## config.mk

```make
export PLATFORM = sky130hd
export DESIGN_NAME = tag_store
export DESIGN_NICKNAME = d
export VERILOG_FILES = /design/src/common/cache_geometry_pkg.sv /design/src/common/cache_payload_pkg.sv /design/src/hw/tag_store/tag_store.sv
export SDC_FILE = /design/constraint.sdc
export NUM_CORES = 2
export LEC_CHECK = 0
export BUFFER_PORTS_ARGS = -buffer_cell sky130_fd_sc_hd__buf_2
export CAP_MARGIN = 0
export CORE_ASPECT_RATIO = 1.25
export CORE_UTILIZATION = 35
export CTS_CLUSTER_DIAMETER = 30
export DETAILED_ROUTE_END_ITERATION = 16
export PLACE_DENSITY = 0.52
export SYNTH_ARGS = -nofsm -noshare
export SYNTH_HDL_FRONTEND = slang
export SYNTH_SLANG_ARGS = --single-unit
```

## constraint.sdc

```tcl
create_clock -name iCLOCK -period 7.6 [get_ports iCLOCK]
set_input_delay 1.52 -clock iCLOCK [delete_from_list [all_inputs] [get_ports iCLOCK]]
set_output_delay 1.52 -clock iCLOCK [all_outputs]
set_load 0.05 [all_outputs]
```

## src/common/cache_geometry_pkg.sv

```systemverilog
// Cache geometry for the 4-way L1 read cache: address split, counts and lookup types
package cache_geometry_pkg;

	// Address split  Tag:22 | Index:4 | Offset:6
	localparam int ADDR_W = 32;
	localparam int TAG_W = 22;
	localparam int INDEX_W = 4;
	localparam int OFFSET_W = 6; // 64 byte line
	localparam int WORD_SEL_W = 3; // Offset bits 5..3 pick the doubleword

	localparam int NUM_WAYS = 4;
	localparam int NUM_SETS = 16;

	// Age decay period in read cycles
	localparam int LRU_TIMER_W = 16;

	typedef logic [ADDR_W-1:0] addr_t;
	typedef logic [TAG_W-1:0] tag_t;
	typedef logic [INDEX_W-1:0] index_t;
	typedef logic [1:0] way_t; // Way number 0..3
	typedef logic [WORD_SEL_W-1:0] word_sel_t;

	// 0 invalid, 1..3 age with 3 most recent
	typedef logic [1:0] status_t;

endpackage

```

## src/common/cache_payload_pkg.sv

```systemverilog
// Cache payload definitions: line data, MMU flag lines and way status values
package cache_payload_pkg;

	// Data side
	localparam int LINE_W = 512;
	localparam int WORD_W = 64;

	// Flag side, one 32 bit slot per doubleword
	localparam int FLAG_LINE_W = 256;
	localparam int FLAG_SLOT_W = 32;
	localparam int MMU_FLAGS_W = 28; // Slot bits 29..16 and 13..0

	typedef logic [LINE_W-1:0] line_data_t;
	typedef logic [FLAG_LINE_W-1:0] line_flags_t;
	typedef logic [WORD_W-1:0] rd_word_t;
	typedef logic [MMU_FLAGS_W-1:0] mmu_flags_t;

	// Way status values
	localparam cache_geometry_pkg::status_t STATUS_INVALID = 2'd0;
	localparam cache_geometry_pkg::status_t STATUS_FLOOR = 2'd1; // Decay stops here
	localparam cache_geometry_pkg::status_t STATUS_MRU = 2'd3;

endpackage

```

## src/hw/tag_store/tag_store.sv

```systemverilog
// Tag store: per-set tags and ages, hit lookup, victim choice and the age timer
`timescale 1ns/10ps

module tag_store (
	input logic iCLOCK,
	input logic inRESET,
	input logic iREMOVE,
	input logic iRD_REQ,
	input cache_geometry_pkg::addr_t iRD_ADDR,
	input logic iRD_BUSY,
	input logic iWR_REQ,
	input cache_geometry_pkg::addr_t iWR_ADDR,
	output logic rd_hit,
	output cache_geometry_pkg::way_t rd_way,
	output logic [cache_geometry_pkg::NUM_WAYS-1:0] wr_en_way
);
	import cache_geometry_pkg::*;
	import cache_payload_pkg::*;

	tag_t tag_q [NUM_WAYS][NUM_SETS];
	status_t status_q [NUM_WAYS][NUM_SETS]; // Valid and age per entry
	logic [LRU_TIMER_W-1:0] timer_q;
	logic age_tick; // Period end

	index_t rd_index;
	index_t wr_index;
	tag_t rd_tag;
	tag_t wr_tag;
	logic [NUM_WAYS-1:0] rd_match;
	logic [NUM_WAYS-1:0] wr_match;
	way_t wr_way;
	logic rd_touch;

	assign rd_index = iRD_ADDR[OFFSET_W +: INDEX_W];
	assign rd_tag = iRD_ADDR[ADDR_W-1 -: TAG_W];
	assign wr_index = iWR_ADDR[OFFSET_W +: INDEX_W];
	assign wr_tag = iWR_ADDR[ADDR_W-1 -: TAG_W];

	// Tag compare, only valid entries match
	always_comb begin
		for (int w = 0; w < NUM_WAYS; w++) begin
			rd_match[w] = (status_q[w][rd_index] != STATUS_INVALID)
				&& (tag_q[w][rd_index] == rd_tag);
			wr_match[w] = (status_q[w][wr_index] != STATUS_INVALID)
				&& (tag_q[w][wr_index] == wr_tag);
		end
	end

	// First matching way wins
	always_comb begin
		rd_hit = |rd_match;
		rd_way = '0;
		for (int w = NUM_WAYS-1; w >= 0; w--) begin
			if (rd_match[w]) begin
				rd_way = way_t'(w);
			end
		end
	end

	// Write way: matching line, else lowest status, else the last way
	always_comb begin
		wr_way = way_t'(NUM_WAYS-1); // All ways most recent
		if (|wr_match) begin
			for (int w = NUM_WAYS-1; w >= 0; w--) begin
				if (wr_match[w]) begin
					wr_way = way_t'(w);
				end
			end
		end
		else begin
			// Later passes override, so status 0 in the lowest way ends up chosen
			for (int st = int'(STATUS_MRU) - 1; st >= 0; st--) begin
				for (int w = NUM_WAYS-1; w >= 0; w--) begin
					if (status_q[w][wr_index] == status_t'(st)) begin
						wr_way = way_t'(w);
					end
				end
			end
		end
	end

	// Same enable drives the data and flag RAM of a way
	always_comb begin
		wr_en_way = '0;
		wr_en_way[wr_way] = iWR_REQ;
	end

	assign rd_touch = iRD_REQ && rd_hit;

	// Free-running age timer, frozen by the read stall
	always_ff @(posedge iCLOCK or negedge inRESET) begin
		if (!inRESET) begin
			timer_q <= '0;
		end
		else if (iREMOVE) begin
			timer_q <= '0; // Flush restarts the period
		end
		else if (!iRD_BUSY) begin
			timer_q <= timer_q + 1'b1;
		end
	end

	assign age_tick = &timer_q;

	// Status update  flush > write > read hit/ageing
	always_ff @(posedge iCLOCK or negedge inRESET) begin
		if (!inRESET) begin
			for (int w = 0; w < NUM_WAYS; w++) begin
				for (int s = 0; s < NUM_SETS; s++) begin
					status_q[w][s] <= STATUS_INVALID;
				end
			end
		end
		else if (iREMOVE) begin
			for (int w = 0; w < NUM_WAYS; w++) begin
				for (int s = 0; s < NUM_SETS; s++) begin
					status_q[w][s] <= STATUS_INVALID;
				end
			end
		end
		else if (iWR_REQ) begin
			status_q[wr_way][wr_index] <= STATUS_MRU; // No ageing on a write edge
		end
		else if (!iRD_BUSY) begin
			for (int w = 0; w < NUM_WAYS; w++) begin
				for (int s = 0; s < NUM_SETS; s++) begin
					if (rd_touch && way_t'(w) == rd_way && index_t'(s) == rd_index) begin
						status_q[w][s] <= STATUS_MRU;
					end
					else if (age_tick && status_q[w][s] > STATUS_FLOOR) begin
						status_q[w][s] <= status_q[w][s] - 2'd1; // 3->2, 2->1
					end
				end
			end
		end
	end

	// Tag array
	always_ff @(posedge iCLOCK) begin
		if (iWR_REQ) begin
			tag_q[wr_way][wr_index] <= wr_tag;
		end
	end

	// A write lands in exactly one way of both RAM sets
	a_wr_onehot: assert property (@(posedge iCLOCK) disable iff (!inRESET)
		iWR_REQ |-> $onehot(wr_en_way));

	// Response stage registers rd_way on a hit, it must be clean
	a_rd_way_known: assert property (@(posedge iCLOCK) disable iff (!inRESET)
		rd_hit |-> !$isunknown(rd_way));

endmodule

```

# Word-level counts from Yosys, hierarchy flattened
# Memories as Yosys holds them, arrays and structs flattened.
# Cells that the tools add are included.
totals:
  reg_bits: 144
  ramBits: 1408
  out_inout_bits: 7
  elab_cells: 741
  n_memories: 1
mem_list:
  columns: ["name", "words", "width", "rd", "rd_ports_with_merged_regs", "write_ports", "line_no", "source"]
  rows:
  - ["tag_q", 4, 352, 4, 0, 1, "tag_store.sv:20", "tag_t tag_q [NUM_WAYS][NUM_SETS];"]
op_classes:
  addsub: 65
  magnitude_cmp: 71
  eq_ne: 35
  muxes: 210
  bitwise: 5
  n_reduce_logical: 289
ops:
  columns: ["operator", "count"]
  rows:
  - ["$bmux W22 S4", 8]
  - ["$mux W128", 3]
  - ["$mux W22", 17]
  - ["$mux W352", 1]
  - ["$mux W2", 162]
  - ["$reduce_bool A4 Y1", 64]
  - ["$eq A22 B22 Y1", 8]
  - ["$logic_and A1 B1 Y1", 144]
  - ["$gt A2 B1 Y1 const B", 64]
  - ["$or A128 B128 Y128", 1]
  - ["$reduce_and A2 Y1", 64]
  - ["$sub A2 B1 Y2 const B", 64]
  - ["$demux W22 S4", 1]
  - ["$bmux W2 S4", 8]
  - ["$demux W32 S2", 1]
  - ["$eq A4 B4 Y1 const A", 8]
  - ["$mux W16", 2]
  - ["$mux W32", 1]
  - ["$add A16 B1 Y16 const B", 1]
  - ["$eq A3 B4 Y1 const A", 4]
  - ["$reduce_and A16 Y1", 1]
  - ["$reduce_bool A2 Y1", 8]
  - ["$ge A5 B5 Y1 const B", 2]
  - ["$logic_not A2 Y1", 5]
  - ["other kinds (21)", 33]

# Logic depth before layout (Yosys ltp)
logic_depth:
  word_depth: 25
  depth_mapped: 20
  depth_no_buf: 11

# Worst setup path before layout
# OpenSTA, ideal clock, no wires.
synth_timing:
  path_type: "input port to output port"
  start: "in iWR_ADDR[6]"
  end: "out wr_en_way[3] in the netlist's numbering"
  arrival_time_ps: 5196
  slack_ps: 884
  stages: 15
  path_buffers: 5
  path_cell_list: "buf_4 buf_2 buf_2 mux4_2 a22o_1 a31oi_1 xnor2_1 o2111ai_1 nor4_1 a22oi_1 nor4_2 buf_4 nand2_2 buf_2 inv_1"
synth_between:
  elab_chain_cells: 22
  word_cells_on_any_way: 70
  classes_between: "order compare: 2; eq/ne: 11; mux: 41; bitwise: 2; reduce/logical: 14"
synth_rtl:
  columns: ["element", "line_no", "source"]
  rows:
  - ["start, declared", "tag_store.sv:12", "input cache_geometry_pkg::addr_t iWR_ADDR,"]
  - ["$not A4 Y5 (implied by the code) *", "tag_store.sv:44, tag_store.sv:45, tag_store.sv:74", null]
  - ["$bmux W2 S4", "tag_store.sv:44, tag_store.sv:74", null]
  - ["$mux W2 (implied by the code) (2 in a row)", "tag_store.sv:44, tag_store.sv:74", null]
  - ["$eq A2 B2 Y1", "tag_store.sv:74", "if (status_q[w][wr_index] == status_t'(st)) begin"]
  - ["$mux W1", "tag_store.sv:74", null]
  - ["$mux W2 (10 in a row)", "tag_store.sv:74", null]
  - ["$mux W2 *", "tag_store.sv:63", "if (|wr_match) begin"]
  - ["$lt A2 B3 Y1 (implied by the code) or $ge A2 B1 Y1 (tied branches)", "tag_store.sv:85", "wr_en_way[wr_way] = iWR_REQ;"]
  - ["$logic_and A1 B1 Y1 (implied by the code)", "tag_store.sv:85", null]
  - ["$mux W1 (implied by the code)", "tag_store.sv:85", null]
  - ["$demux W1 S2 *", "tag_store.sv:85", null]
  - ["$and A4 B4 Y4 (no line) *", null, null]
  - ["end, declared", "tag_store.sv:15", "output logic [cache_geometry_pkg::NUM_WAYS-1:0] wr_en_way"]
# Every way passes the cells marked *; elsewhere a longest branch is shown, timed or not. The select of a mux whose other input is x is not followed.

# Worst setup path after layout
layout_timing:
  start: "in iWR_ADDR[6]"
  end: "out wr_en_way[2] in the netlist's numbering"
# The elaborated chain is that of the path after synthesis.

==> metrics.cfg <==
[timing]
finalMaxSlewViolations=0
slew_headroom_pct=20.7
fin_skew_ps=64.2
fin_crit_ps=7530
finalHoldViolations=0
timing.fmax_mhz=133
period_share_pct=99.1
rsz0062_at_grt=false
tightest_slew_ps=1180
setup_violations=0
setup_slack_ps=71.6

[pwr]
total_power_uw=26800
pwr_density_cell_mw_per_mm2=270
vdd_drop_max_mv=0.242
leakage_uw=0.0341

[global_route]
grt_pass1_wl_mm=453
grt_max_degree=77
grtUsageTotal_pct=27.7
gr-total-overflow=0
grt_pass1_vias=56570
antenna_found_initial=22

[final_layout]
multi_input_area_mm2=0.0333
drive_above_1_share_pct=30.8
finalCoreUtilization_pct=43.0
fill_cells=20622
area_growth_pct=21.9
regArea_mm2=0.0459
fin_nets=5892

[clock_network]
postCtsSetupBuffers=0
cts_hold_buf=0
path_clk_slew_ps=40
cts_num_sinks=1552
htreeDepth=5
clock_latency_ps=890
root_buffer=clkbuf_16
cts_tree=built
cts_made_buffers=329
cts_buffer_depth=4

[drt]
final_antenna_net_count=0
drt_first_pass_iters=6
drt_iter0_drc=7043
drc=0
vias=56937
viasPerCell=6.25
wl_per_cell_um=36.3
drt_wl_total_mm=331

[logic_synthesis]
netlist-cell-type-count=99
synth_top_cell_by_area=edfxtp_1
yosysMostFrequentCell=edfxtp_1
yosys-top-cells-count=1408 x edfxtp_1, 621 x mux4_2, 369 x mux2i_1
synth_top_area_share_pct=51.9
syn_inst=5361
yosys_warnings=0
ys.flop_type=edfxtp_1
ys_seq_elements=1552
synth_area_leaders=edfxtp_1 52%, mux4_2 17%, mux2i_1 4.5%
ys_seq_area_share_pct=56.3
async_reset_ff_share_pct=9.28
syn-cell-area_mm2=0.0815
postSynthAreaPerCell_um2=15.2
synth_edf_count=1408
synthesis.nets=5496

[hold_path]
hold_path_class=register to register

[critical_path]
cp-end-kind=output port
crit_path_start_kind=primary input
cp_data_arrival_time_ps=6010
crit_required_ps=6080
criticalPathCategory=primary input to output port
crit_path_max_fanout=26

[die]
start_util_pct=35.3
rows=197
dieArea_mm2=0.235
boundaryPins=77
die_y_um=541
dieWidth_um=434
core_mm2=0.231

[placed_design]
gp_congestion=0.993
dp_hpwl_mm=223
port_buffers=64
place_ws_ps=-304

[job]
drv_cap=0

[outcome]
outcome=finished clean

## power by group
group	internal, µW	leakage, µW	switching [µW]	total, µW
combinational	1070	0.0143	1850	2920
clock	9420	0.00531	4860	14300
sequential	9480	0.0146	143	9630
## per-stage QoR
stage | hold WS (ps) | TNS [ps] | cells | cell area [µm²]
finish | 540 | 0 | 9112 | 99300
global route | 563 | 0 | 9106 | 99300
CTS | 540 | 0 | 9101 | 99300
detailed placement | 530 | -580 | 8510 | 88300
global placement | 515 | -562 | 8510 | 88300
floorplan | 485 | 0 | 5361 | 81500
## worst max-delay path, stage by stage
cell,delay (ps)
buf_8,360
buf_4,380
nand2_1,510
o22ai_1,440
nor3_1,170
o32ai_1,280
a221oi_1,170
or4_1,580
or4_1,670
o211ai_2,150
or2_1,230
inv_1,250
buf_12,230
## area by class of cell
| cell class | instances | share of cell area [%] |
|---|---|---|
| repair buffers | 465 | 4.73 |
| clock buffers | 377 | 8.66 |
| diodes | 11 | 0.0277 |
| inverters | 144 | 0.552 |
| multi-input cells | 3265 | 33.5 |
| well taps | 3084 | 3.89 |
| clock inverters | 214 | 2.43 |
| flip-flops and latches | 1552 | 46.2 |
## registers in the layout, summed over array words and instances, names as in the netlist
signal,cells
timer_q,16
status_q,128
tag_q,1408
## placed cells by master (no fill, tap or decap), drive strengths merged, types with 20 or more instances in the layout
master and n:
a211oi 79, a21o 20, a21oi 177, a221oi 28
a22o 51, a22oi 71, and2 24, buf 465
bufinv 38, clkbuf 377, clkinv 132, clkinvlp 32
dfrtp 144, edfxtp 1408, ha 65, inv 156
mux2 119, mux2i 369, mux4 621, nand2 183
nand2b 25, nand3 68, nand4 33, nor2 307
nor2b 25, nor3 104, nor4 28, o211ai 34
o21a 46, o21ai 124, o221ai 23, o22a 31
o22ai 90, or3 33, xnor2 159, xor2 39
## worst paths after layout
check                              start            end  slack [ps]  depth (start not counted)
setup reg to reg           tag_q[1][239]  tag_q[1][172]        2630                         12
max in group asynchronous        inRESET  status_q[120]        5340                          2
min in group asynchronous        inRESET    status_q[8]         660                          1
hold reg to reg            status_q[107]  status_q[107]         540                          2
setup / recovery             iWR_ADDR[6]   wr_en_way[2]          70                         13
hold / removal             status_q[107]  status_q[107]         540                          2
## routing by layer
metal  vias to the layer above  wire length, µm  track usage, %  part of all wire (%)
met4                        14            23300            16.7                   7.1
met1                     29904           120000            33.4                    36
li1                      22799                -               -                     -
met5                         -               83               0                 0.025
met2                      3255           159000            45.5                    48
met3                       965            28300            5.91                   8.6
## kinds of logic (layout without fill, tap and decap cells)
kind of cell             after synthesis  count (layout)  share of synthesized area, %
buffers and inverters                544            1200                          3.29
flip-flops                          1552            1552                          56.3
AO/OA/AOI/OAI                        982             982                          8.51
XOR/XNOR                             198             198                          2.13
AND/OR/NAND/NOR                      911             911                          5.43
other                                  0              11                             0
adder cells (fa/ha/maj)               65              65                         0.998
multiplexers                        1109            1109                          23.3
## what timing repair did
item	in CTS	in global routing
gates cloned	0	0
endpoints found under the setup margin	2	2
gates resized for setup	1	1
(Power assumes the default switching activity.)
